[config.mk]
export PLATFORM = sky130hd
export DESIGN_NAME = rv_stage_ex
export DESIGN_NICKNAME = d
export VERILOG_FILES = /design/src/source/rv_ex_pkg.sv /design/src/source/rv_alu.sv /design/src/source/rv_forward.sv /design/src/source/rv_branch_unit.sv /design/src/source/rv_muldiv.sv /design/src/source/rv_counters.sv /design/src/source/rv_stage_ex.sv
export SDC_FILE = /design/constraint.sdc
export NUM_CORES = 2
export LEC_CHECK = 0
export BUFFER_PORTS_ARGS = -buffer_cell sky130_fd_sc_hd__buf_4
export CORE_UTILIZATION = 40
export DETAILED_ROUTE_END_ITERATION = 8
export MAX_ROUTING_LAYER = met4
export PLACE_DENSITY = 0.63
export SYNTH_ARGS = -nofsm -noshare
export SYNTH_HDL_FRONTEND = slang
export SYNTH_SLANG_ARGS = --single-unit
[constraint.sdc]
create_clock -name clk -period 15.8 [get_ports clk]
set_input_delay 3.16 -clock clk [delete_from_list [all_inputs] [get_ports clk]]
set_output_delay 3.16 -clock clk [all_outputs]
set_load 0.1 [all_outputs]
[src/source/rv_ex_pkg.sv]
package rv_ex_pkg;

  // Datapath width
  localparam int XLEN = 32;
  // Shift amount and divider step counter width
  localparam int LOG2_XLEN = $clog2(XLEN);

  // Canonical NOP, addi x0, x0, 0
  localparam logic [31:0] I_NOP = 32'h0000_0013;

  // Major opcodes
  localparam logic [6:0] OPC_LOAD   = 7'b000_0011;
  localparam logic [6:0] OPC_OP_IMM = 7'b001_0011;
  localparam logic [6:0] OPC_STORE  = 7'b010_0011;
  localparam logic [6:0] OPC_OP     = 7'b011_0011;
  localparam logic [6:0] OPC_BRANCH = 7'b110_0011;
  localparam logic [6:0] OPC_JALR   = 7'b110_0111;
  localparam logic [6:0] OPC_JAL    = 7'b110_1111;
  localparam logic [6:0] OPC_SYSTEM = 7'b111_0011;

  // Branch funct3
  localparam logic [2:0] F3_BEQ  = 3'b000;
  localparam logic [2:0] F3_BNE  = 3'b001;
  localparam logic [2:0] F3_BLT  = 3'b100;
  localparam logic [2:0] F3_BGE  = 3'b101;
  localparam logic [2:0] F3_BLTU = 3'b110;
  localparam logic [2:0] F3_BGEU = 3'b111;

  // M extension funct3, bit 2 marks the divide class
  localparam logic [2:0] F3_MUL    = 3'b000;
  localparam logic [2:0] F3_MULH   = 3'b001;
  localparam logic [2:0] F3_MULHSU = 3'b010;
  localparam logic [2:0] F3_MULHU  = 3'b011;
  localparam logic [2:0] F3_DIV    = 3'b100;
  localparam logic [2:0] F3_DIVU   = 3'b101;
  localparam logic [2:0] F3_REM    = 3'b110;
  localparam logic [2:0] F3_REMU   = 3'b111;

  // Zicntr read-only counters
  localparam logic [11:0] CSR_CYCLE    = 12'hC00;
  localparam logic [11:0] CSR_INSTRET  = 12'hC02;
  localparam logic [11:0] CSR_CYCLEH   = 12'hC80;
  localparam logic [11:0] CSR_INSTRETH = 12'hC82;

  // Instruction class seen by the ALU decoder
  localparam logic [1:0] ALU_INSTR_ADD    = 2'b00;
  localparam logic [1:0] ALU_INSTR_BRANCH = 2'b01;
  localparam logic [1:0] ALU_INSTR_OP     = 2'b10;

  // ALU operand A sources
  localparam logic [1:0] ALU_A_RS1  = 2'd0;
  localparam logic [1:0] ALU_A_ZERO = 2'd1;
  localparam logic [1:0] ALU_A_PC   = 2'd2;

  typedef enum logic [3:0] {
    ALU_ADD,
    ALU_SUB,
    ALU_SLL,
    ALU_SLT,
    ALU_SLTU,
    ALU_XOR,
    ALU_SRL,
    ALU_SRA,
    ALU_OR,
    ALU_AND
  } alu_op_e;

  // Writeback source for MEM and WB
  typedef enum logic [2:0] {
    RES_ALU  = 3'd0,
    RES_LOAD = 3'd1,
    RES_PC4  = 3'd2,
    RES_CSR  = 3'd3,
    RES_M    = 3'd4
  } res_src_e;

  // Control from ID
  typedef struct packed {
    logic       reg_write;
    logic       mem_read;
    logic       mem_write;
    logic [1:0] alu_a_src;
    // 0 selects rs2, 1 selects imm
    logic       alu_b_src;
    logic [1:0] alu_instr;
    res_src_e   res_src;
    logic       is_branch;
    logic       is_jump;
    // 0 is pc + imm, 1 is JALR
    logic       jb_target_src;
    logic       is_mc;
  } ex_ctrl_t;

  // Operands and fields from ID
  typedef struct packed {
    logic [31:0]     instr;
    logic [4:0]      rd;
    logic [4:0]      rs1;
    logic [4:0]      rs2;
    logic [2:0]      funct3;
    logic [6:0]      funct7;
    logic [XLEN-1:0] rs1_data;
    logic [XLEN-1:0] rs2_data;
    logic [XLEN-1:0] imm;
    logic [XLEN-1:0] pc;
    logic [XLEN-1:0] pc_plus4;
  } ex_data_t;

  // Register file write port at WB
  typedef struct packed {
    logic [4:0]      rd;
    logic            reg_write;
    logic [XLEN-1:0] data;
  } wb_fwd_t;

  // EX/MEM pipeline register
  typedef struct packed {
    logic            reg_write;
    logic            mem_read;
    logic            mem_write;
    res_src_e        res_src;
    logic [31:0]     instr;
    logic [4:0]      rd;
    logic [4:0]      rs2;
    logic [2:0]      funct3;
    logic [XLEN-1:0] alu_result;
    logic [XLEN-1:0] rs2_data;
    logic [XLEN-1:0] pc_plus4;
    logic [XLEN-1:0] jb_target;
    logic [XLEN-1:0] csr_rdata;
    logic [XLEN-1:0] m_result;
  } ex_mem_t;

endpackage

[src/source/rv_alu.sv]
`timescale 1ns/1ps

module rv_alu
  import rv_ex_pkg::*;
(
  input  logic [1:0]      alu_instr,
  input  logic [2:0]      funct3,
  input  logic            funct7_b5,
  input  logic            op_b5,
  input  logic [XLEN-1:0] a,
  input  logic [XLEN-1:0] b,
  output logic [XLEN-1:0] result
);

  alu_op_e              op;
  logic [LOG2_XLEN-1:0] shamt;

  // Only the low bits of b shift
  assign shamt = b[LOG2_XLEN-1:0];

  // Operation decode
  always_comb begin
    op = ALU_ADD;
    case (alu_instr)
      // Loads, stores, jumps, lui, auipc
      ALU_INSTR_ADD: op = ALU_ADD;
      // Branches compare by subtraction
      ALU_INSTR_BRANCH: op = ALU_SUB;
      ALU_INSTR_OP: begin
        case (funct3)
          // addi has no sub form, so op_b5 must flag R-type
          3'b000: op = (funct7_b5 && op_b5) ? ALU_SUB : ALU_ADD;
          3'b001: op = ALU_SLL;
          3'b010: op = ALU_SLT;
          3'b011: op = ALU_SLTU;
          3'b100: op = ALU_XOR;
          // srai keeps funct7 bit 5 in its immediate
          3'b101: op = funct7_b5 ? ALU_SRA : ALU_SRL;
          3'b110: op = ALU_OR;
          3'b111: op = ALU_AND;
          default: op = ALU_ADD;
        endcase
      end
      default: op = ALU_ADD;
    endcase
  end

  // Evaluate
  always_comb begin
    case (op)
      ALU_ADD:  result = a + b;
      ALU_SUB:  result = a - b;
      ALU_SLL:  result = a << shamt;
      ALU_SLT:  result = {{(XLEN-1){1'b0}}, $signed(a) < $signed(b)};
      ALU_SLTU: result = {{(XLEN-1){1'b0}}, a < b};
      ALU_XOR:  result = a ^ b;
      ALU_SRL:  result = a >> shamt;
      // Arithmetic shift keeps the sign
      ALU_SRA:  result = XLEN'($signed(a) >>> shamt);
      ALU_OR:   result = a | b;
      ALU_AND:  result = a & b;
      default:  result = '0;
    endcase
  end

endmodule

[src/source/rv_forward.sv]
`timescale 1ns/1ps

module rv_forward
  import rv_ex_pkg::*;
(
  input  ex_data_t        data,
  input  ex_mem_t         mem,
  input  logic [XLEN-1:0] result_mem,
  input  logic [XLEN-1:0] load_data_mem,
  input  wb_fwd_t         wb,
  output logic [XLEN-1:0] fwd_rs1,
  output logic [XLEN-1:0] fwd_rs2
);

  logic [XLEN-1:0] mem_value;

  // Loads only have their data at MEM
  assign mem_value = (mem.res_src == RES_LOAD) ? load_data_mem : result_mem;

  // Priority pick for one source register
  function automatic logic [XLEN-1:0] pick(
    input logic [4:0]      rs,
    input logic [XLEN-1:0] rf_value
  );
    logic [XLEN-1:0] value;
    value = rf_value;
    // x0 never forwards
    if (rs != 5'd0) begin
      // Younger MEM result wins over WB
      if (mem.reg_write && (mem.rd == rs)) begin
        value = mem_value;
      end else if (wb.reg_write && (wb.rd == rs)) begin
        value = wb.data;
      end
    end
    return value;
  endfunction

  always_comb begin
    fwd_rs1 = pick(data.rs1, data.rs1_data);
    fwd_rs2 = pick(data.rs2, data.rs2_data);
  end

endmodule

[src/source/rv_branch_unit.sv]
`timescale 1ns/1ps

module rv_branch_unit
  import rv_ex_pkg::*;
(
  input  ex_ctrl_t        ctrl,
  input  logic [2:0]      funct3,
  input  logic [XLEN-1:0] rs1,
  input  logic [XLEN-1:0] rs2,
  input  logic [XLEN-1:0] pc,
  input  logic [XLEN-1:0] imm,
  input  logic [XLEN-1:0] alu_result,
  output logic            pc_sel,
  output logic [XLEN-1:0] target
);

  logic eq;
  logic lt;
  logic ltu;
  logic taken;

  assign eq  = (rs1 == rs2);
  assign lt  = ($signed(rs1) < $signed(rs2));
  assign ltu = (rs1 < rs2);

  // Condition by funct3
  always_comb begin
    case (funct3)
      F3_BEQ:  taken = eq;
      F3_BNE:  taken = !eq;
      F3_BLT:  taken = lt;
      F3_BGE:  taken = !lt;
      F3_BLTU: taken = ltu;
      F3_BGEU: taken = !ltu;
      // Reserved encodings never branch
      default: taken = 1'b0;
    endcase
  end

  // JALR goes through the ALU as rs1 + imm
  // Bit 0 cleared for JALR only
  always_comb begin
    if (ctrl.jb_target_src) begin
      target = {alu_result[XLEN-1:1], 1'b0};
    end else begin
      // JAL and branches use their own adder
      target = pc + imm;
    end
  end

  // No predictor, so every jump and taken branch redirects
  assign pc_sel = ctrl.is_jump || (ctrl.is_branch && taken);

endmodule

[src/source/rv_muldiv.sv]
`timescale 1ns/1ps

module rv_muldiv
  import rv_ex_pkg::*;
(
  input  logic            clk,
  input  logic            rst_n,
  input  logic            start,
  input  logic [2:0]      op,
  input  logic [XLEN-1:0] rs1,
  input  logic [XLEN-1:0] rs2,
  output logic            busy,
  output logic [XLEN-1:0] result
);

  logic                     a_sx;
  logic                     b_sx;
  logic signed [2*XLEN+1:0] prod;
  logic [XLEN-1:0]          mul_result;
  logic                     div_signed;
  logic                     a_neg;
  logic                     b_neg;
  logic [XLEN-1:0]          a_mag;
  logic [XLEN-1:0]          b_mag;
  logic [XLEN-1:0]          quo;
  logic [XLEN-1:0]          rem;
  logic [XLEN-1:0]          dvsr;
  logic [LOG2_XLEN-1:0]     cnt;
  logic                     neg_q;
  logic                     neg_r;
  logic                     rem_sel;
  logic [XLEN:0]            rem_shift;
  logic                     rem_ge;
  logic [XLEN-1:0]          div_result;

  // Multiply, one extra bit per operand
  // carries signed or unsigned
  assign a_sx = ((op == F3_MULH) || (op == F3_MULHSU)) && rs1[XLEN-1];
  assign b_sx = (op == F3_MULH) && rs2[XLEN-1];
  assign prod = $signed({a_sx, rs1}) * $signed({b_sx, rs2});
  assign mul_result = (op == F3_MUL) ? prod[XLEN-1:0] : prod[2*XLEN-1:XLEN];

  // DIV and REM are signed, funct3 bit 0 clear
  assign div_signed = !op[0];
  assign a_neg      = div_signed && rs1[XLEN-1];
  assign b_neg      = div_signed && rs2[XLEN-1];
  assign a_mag      = a_neg ? -rs1 : rs1;
  assign b_mag      = b_neg ? -rs2 : rs2;

  // Next dividend bit shifts into the partial remainder
  assign rem_shift = {rem, quo[XLEN-1]};
  assign rem_ge    = (rem_shift >= {1'b0, dvsr});

  // Step control, XLEN busy cycles after start
  always_ff @(posedge clk) begin
    if (!rst_n) begin
      busy <= 1'b0;
      cnt  <= '0;
    end else if (start) begin
      busy <= 1'b1;
      cnt  <= '0;
    end else if (busy) begin
      cnt <= cnt + 1'b1;
      if (cnt == LOG2_XLEN'(XLEN - 1)) begin
        busy <= 1'b0;
      end
    end
  end

  // Restoring divider, quotient bits replace dividend bits in quo
  always_ff @(posedge clk) begin
    if (start) begin
      quo     <= a_mag;
      rem     <= '0;
      dvsr    <= b_mag;
      // Divide by zero keeps an all ones quotient unsigned
      neg_q   <= (a_neg ^ b_neg) && (rs2 != '0);
      // Remainder takes the dividend's sign
      neg_r   <= a_neg;
      rem_sel <= op[1];
    end else if (busy) begin
      if (rem_ge) begin
        rem <= XLEN'(rem_shift - {1'b0, dvsr});
        quo <= {quo[XLEN-2:0], 1'b1};
      end else begin
        rem <= rem_shift[XLEN-1:0];
        quo <= {quo[XLEN-2:0], 1'b0};
      end
    end
  end

  // Signs applied at the end
  // MIN / -1 wraps back to MIN with zero remainder
  always_comb begin
    if (rem_sel) begin
      div_result = neg_r ? -rem : rem;
    end else begin
      div_result = neg_q ? -quo : quo;
    end
  end

  assign result = op[2] ? div_result : mul_result;

endmodule

[src/source/rv_counters.sv]
`timescale 1ns/1ps

module rv_counters
  import rv_ex_pkg::*;
(
  input  logic            clk,
  input  logic            rst_n,
  input  logic            instret_inc,
  input  logic [11:0]     addr,
  output logic [XLEN-1:0] rdata
);

  // Both counters are 64 bits on RV32
  logic [2*XLEN-1:0] cycle_cnt;
  logic [2*XLEN-1:0] instret_cnt;

  always_ff @(posedge clk) begin
    if (!rst_n) begin
      cycle_cnt   <= '0;
      instret_cnt <= '0;
    end else begin
      // Free running
      cycle_cnt <= cycle_cnt + 1'b1;
      if (instret_inc) begin
        instret_cnt <= instret_cnt + 1'b1;
      end
    end
  end

  // Read decode, h variants give the upper half
  always_comb begin
    case (addr)
      CSR_CYCLE:    rdata = cycle_cnt[XLEN-1:0];
      CSR_CYCLEH:   rdata = cycle_cnt[2*XLEN-1:XLEN];
      CSR_INSTRET:  rdata = instret_cnt[XLEN-1:0];
      CSR_INSTRETH: rdata = instret_cnt[2*XLEN-1:XLEN];
      default:      rdata = '0;
    endcase
  end

endmodule

[src/source/rv_stage_ex.sv]
`timescale 1ns/1ps

module rv_stage_ex
  import rv_ex_pkg::*;
(
  input  logic            clk,
  input  logic            rst_n,
  input  logic            ex_mem_stall,
  input  ex_ctrl_t        ctrl,
  input  ex_data_t        data,
  input  logic [XLEN-1:0] result_mem,
  input  logic [XLEN-1:0] load_data_mem,
  input  wb_fwd_t         wb,
  input  logic            instr_retired,
  output logic            pc_sel,
  output logic [XLEN-1:0] pc_redirect_target,
  output ex_mem_t         mem,
  output logic            is_csr,
  output logic            op_active
);

  typedef enum logic {
    MC_IDLE,
    MC_EXEC
  } mc_state_e;

  logic [XLEN-1:0] fwd_rs1;
  logic [XLEN-1:0] fwd_rs2;
  logic [XLEN-1:0] alu_a;
  logic [XLEN-1:0] alu_b;
  logic [XLEN-1:0] alu_result;
  logic [XLEN-1:0] m_result;
  logic            m_busy;
  logic            op_en;
  logic [XLEN-1:0] csr_rdata;
  mc_state_e       mc_state;
  mc_state_e       mc_state_next;
  ex_mem_t         mem_d;

  // Operands from MEM, WB or the register file
  rv_forward u_forward (
    .data          (data),
    .mem           (mem),
    .result_mem    (result_mem),
    .load_data_mem (load_data_mem),
    .wb            (wb),
    .fwd_rs1       (fwd_rs1),
    .fwd_rs2       (fwd_rs2)
  );

  // Operand A: auipc uses pc, lui uses zero
  always_comb begin
    case (ctrl.alu_a_src)
      ALU_A_ZERO: alu_a = '0;
      ALU_A_PC:   alu_a = data.pc;
      default:    alu_a = fwd_rs1;
    endcase
  end

  // Operand B
  assign alu_b = ctrl.alu_b_src ? data.imm : fwd_rs2;

  // instr bit 5 separates OP from OP-IMM
  rv_alu u_alu (
    .alu_instr (ctrl.alu_instr),
    .funct3    (data.funct3),
    .funct7_b5 (data.funct7[5]),
    .op_b5     (data.instr[5]),
    .a         (alu_a),
    .b         (alu_b),
    .result    (alu_result)
  );

  // Compare on the forwarded registers
  rv_branch_unit u_branch (
    .ctrl       (ctrl),
    .funct3     (data.funct3),
    .rs1        (fwd_rs1),
    .rs2        (fwd_rs2),
    .pc         (data.pc),
    .imm        (data.imm),
    .alu_result (alu_result),
    .pc_sel     (pc_sel),
    .target     (pc_redirect_target)
  );

  rv_muldiv u_muldiv (
    .clk    (clk),
    .rst_n  (rst_n),
    .start  (op_en),
    .op     (data.funct3),
    .rs1    (fwd_rs1),
    .rs2    (fwd_rs2),
    .busy   (m_busy),
    .result (m_result)
  );

  // CSR address sits in the I-type immediate
  rv_counters u_counters (
    .clk         (clk),
    .rst_n       (rst_n),
    .instret_inc (instr_retired),
    .addr        (data.imm[11:0]),
    .rdata       (csr_rdata)
  );

  assign is_csr = (ctrl.res_src == RES_CSR);

  // Multi-cycle control
  // Start cycle and busy cycles hold the instruction in EX
  always_comb begin
    mc_state_next = mc_state;
    op_en         = 1'b0;
    op_active     = 1'b0;
    case (mc_state)
      MC_IDLE: begin
        if (ctrl.is_mc) begin
          op_en         = 1'b1;
          op_active     = 1'b1;
          mc_state_next = MC_EXEC;
        end
      end
      MC_EXEC: begin
        // Result valid once busy drops
        if (m_busy) begin
          op_active = 1'b1;
        end else begin
          mc_state_next = MC_IDLE;
        end
      end
      default: mc_state_next = MC_IDLE;
    endcase
  end

  always_ff @(posedge clk) begin
    if (!rst_n) begin
      mc_state <= MC_IDLE;
    end else begin
      mc_state <= mc_state_next;
    end
  end

  // Next EX/MEM contents
  always_comb begin
    mem_d.reg_write  = ctrl.reg_write;
    mem_d.mem_read   = ctrl.mem_read;
    mem_d.mem_write  = ctrl.mem_write;
    mem_d.res_src    = ctrl.res_src;
    mem_d.instr      = data.instr;
    mem_d.rd         = data.rd;
    mem_d.rs2        = data.rs2;
    mem_d.funct3     = data.funct3;
    mem_d.alu_result = alu_result;
    // Store data needs the forwarded value
    mem_d.rs2_data   = fwd_rs2;
    mem_d.pc_plus4   = data.pc_plus4;
    mem_d.jb_target  = pc_redirect_target;
    mem_d.csr_rdata  = csr_rdata;
    mem_d.m_result   = m_result;
  end

  // EX/MEM register, holds on stall
  always_ff @(posedge clk) begin
    if (!rst_n) begin
      mem       <= '0;
      mem.instr <= I_NOP;
    end else if (!ex_mem_stall) begin
      mem <= mem_d;
    end
  end

endmodule

==> impl_metrics.json <==
{
  "clockBufferDepth": 3,
  "synth_top_family_by_area": "adder cells",
  "hp-class": "reg -> reg",
  "synthFlopType": "dfxtp_1",
  "dp_cells": 12000,
  "area_growth_pct": 13.3,
  "critical_path_class": "in -> reg",
  "drive_gt1_share_pct": 12.5,
  "critPathArrivalTime_ps": 15440,
  "first_pass_iters": 9,
  "endpoint_kind": "register",
  "synth_nets": 11100,
  "path_common_cell": "fa_1",
  "num_rows": 159,
  "track_usage_pct": 40.7,
  "initial_utilization_pct": 40.3,
  "dpl.hpwl_mm": 310,
  "grt_pass1_wl_mm": 539,
  "fin_util_pct": 45.7,
  "antenna_found_initial": 39,
  "synth.top_cell.area_share_pct": 29.8,
  "route.detailed.drc": 130,
  "routed-via-count": 72800,
  "post_cts_buffers": 0,
  "grt_max_degree": 178,
  "overflow": 0,
  "yosysUniqueCellTypes": 110,
  "yosysTopAreaCell": "fa_1",
  "grt_pass1_vias": 73300,
  "drt_wl_total_mm": 385,
  "ys_ff_latch": 477,
  "synth_cells": 9183,
  "synth_edf_count": 67,
  "cts.sinks": 477,
  "postSynthAreaPerCell_um2": 8.26,
  "final.setup_skew_ps": 79.5,
  "core-area_um2": 188000,
  "io_pins": 616,
  "setup_viol_count_final": 0,
  "synth_compound_area_share_pct": 14.0,
  "numCtsBuffers": 54,
  "ant_nets": 0,
  "synthSimpleGateAreaFrac_pct": 16.2,
  "fmax_mhz": 67.4,
  "min_period_ps": 14840,
  "synth_async_sr_flop_share_pct": 0,
  "clock_latency_ps": 700,
  "synth_seq_area_share_pct": 13.5,
  "cts_resized": 0,
  "path_max_fanout": 11,
  "whs_ps": 465,
  "cts-hold-fix-buffers": 0,
  "syn_area_um2": 75800,
  "synth_xor_area_share_pct": 4.70,
  "synth_fa_ha_area_share_pct": 37.2,
  "final_nets": 11500,
  "setup-tns-final_ps": 0,
  "fin_cells": 12200,
  "die_y_um": 437,
  "slowest_delay_ps": 800,
  "clkTransAtPathRegs_ps": 60,
  "die_w_um": 437,
  "run_status": "complete, but fails checks",
  "violations": "design-rule violations",
  "fin_crit_sh_pct": 93.9,
  "required_ps": 16400,
  "yosys-top-cells-area": "fa_1, dfxtp_1, ha_1",
  "io_buffer_count": 609,
  "cp_slowest_cell": "clkinv_1",
  "cts_tree": "done",
  "viasPerCell": 5.98,
  "root_buffer": "clkbuf_16",
  "post_drt_wl_per_cell_um": 31.7,
  "drtIter0Drc": 7396,
  "gp_congestion": 1.07,
  "rsz0062_at_grt": "no",
  "ys.warnings.count": 0,
  "slew_headroom_pct": 13.1,
  "drv_cap": 0,
  "cts_htree_levels": 2,
  "tightest_slew_ps": 1300,
  "dieArea_um2": 191000,
  "hold_viol_final": 0,
  "muxShareOfSynthArea_pct": 4.77,
  "slew_viol_final": 0,
  "cp-start-kind": "input pin",
  "nFillCells": 18700
}
-- Yosys cell counts, types with 78 or more instances --
cell	count
nand2_1	1132
xor2_1	172
nor2_1	1045
o22ai_1	78
o21ai_0	323
inv_1	1345
nand3_1	141
nor3_1	151
ha_1	447
xnor2_1	235
a21oi_1	408
a31oi_1	87
mux2i_1	273
clkbuf_1	419
fa_1	1129
dfxtp_1	410
-- layout by cell type, fill, tap and decap left out, drive strengths merged, types with 39 or more instances in the layout --
| master | instances |
|---|---|
| a21o | 64 |
| buf | 897 |
| inv | 1367 |
| nand2 | 1133 |
| a211oi | 70 |
| o31ai | 39 |
| mux2i | 273 |
| a31oi | 87 |
| nor2 | 1047 |
| a21oi | 413 |
| xor2 | 172 |
| nor3 | 154 |
| mux2 | 54 |
| o22ai | 81 |
| clkbuf | 72 |
| o21ai | 333 |
| dfxtp | 410 |
| ha | 447 |
| xnor2 | 235 |
| o211ai | 72 |
| a22oi | 68 |
| nand2b | 51 |
| fa | 1129 |
| edfxtp | 67 |
| nand4 | 59 |
| nand3 | 142 |
| or3 | 44 |
| and3 | 66 |
-- cell type report --
type | count | area [um^2] | share of cell area [%]
clock buffer | 72 | 1530 | 1.78
inverter | 1379 | 5190 | 6.04
multi-input combinational | 6796 | 58600 | 68.2
tap | 2495 | 3120 | 3.64
clock inverter | 26 | 327 | 0.380
timing repair buffer | 897 | 6800 | 7.92
antenna | 31 | 77.6 | 0.0903
sequential | 477 | 10200 | 11.9
-- cell families after synthesis --
| family | count (synthesis) |
|---|---|
| flip-flops | 477 |
| adder cells (fa/ha/maj) | 1576 |
| AND/OR/NAND/NOR | 2862 |
| buffers and inverters | 1910 |
| AO/OA/AOI/OAI | 1612 |
| XOR/XNOR | 407 |
| multiplexers | 339 |
-- metal layers --
metal | track usage [%] | share of wire [%] | wire length, um
met3 | 7.98 | 8.5 | 32900
met5 | - | 0 | 0
met1 | 45.8 | 36 | 139000
met4 | 34.5 | 11 | 41700
met2 | 62.5 | 45 | 172000
-- path summary, 6_finish.rpt --
path	to	cells after the start	slack [ps]	start
worst max-delay path	mem[19]	35	960	data[171]
worst min-delay path	mem[89]	2	470	mem[89]
worst max register to register	mem[19]	34	2710	mem[204]
worst min register to register	mem[89]	2	470	mem[89]
-- critical path: cells and delay by family --
| family | cells | cell delay, ps |
|---|---|---|
| compound gates | 8 | 2780 |
| xor+xnor | 2 | 310 |
| fa+ha+maj | 9 | 4780 |
| buf+inv | 10 | 2260 |
| simple gates | 6 | 2110 |
-- stage by stage --
| stage | instance area [um^2] | setup slack [ps] |
|---|---|---|
| floorplan | 75800 | 3170 |
| global placement | 83900 | 605 |
| detailed placement | 83900 | 597 |
| CTS | 85800 | 1300 |
| global route | 85900 | 657 |
| finish | 85900 | 962 |
-- flip-flops by register name, indices dropped and copies added, names as in the netlist, 5 cells and up --
name                    flops
u_counters.cycle_cnt       64
mem                       243
u_muldiv.dvsr              32
u_muldiv.quo               32
u_muldiv.rem               32
u_counters.instret_cnt     64
u_muldiv.cnt                5
Power is left out: the tool's default activity adds up to more than one toggle a clock period on the data nets, which glitch-free logic cannot reach.
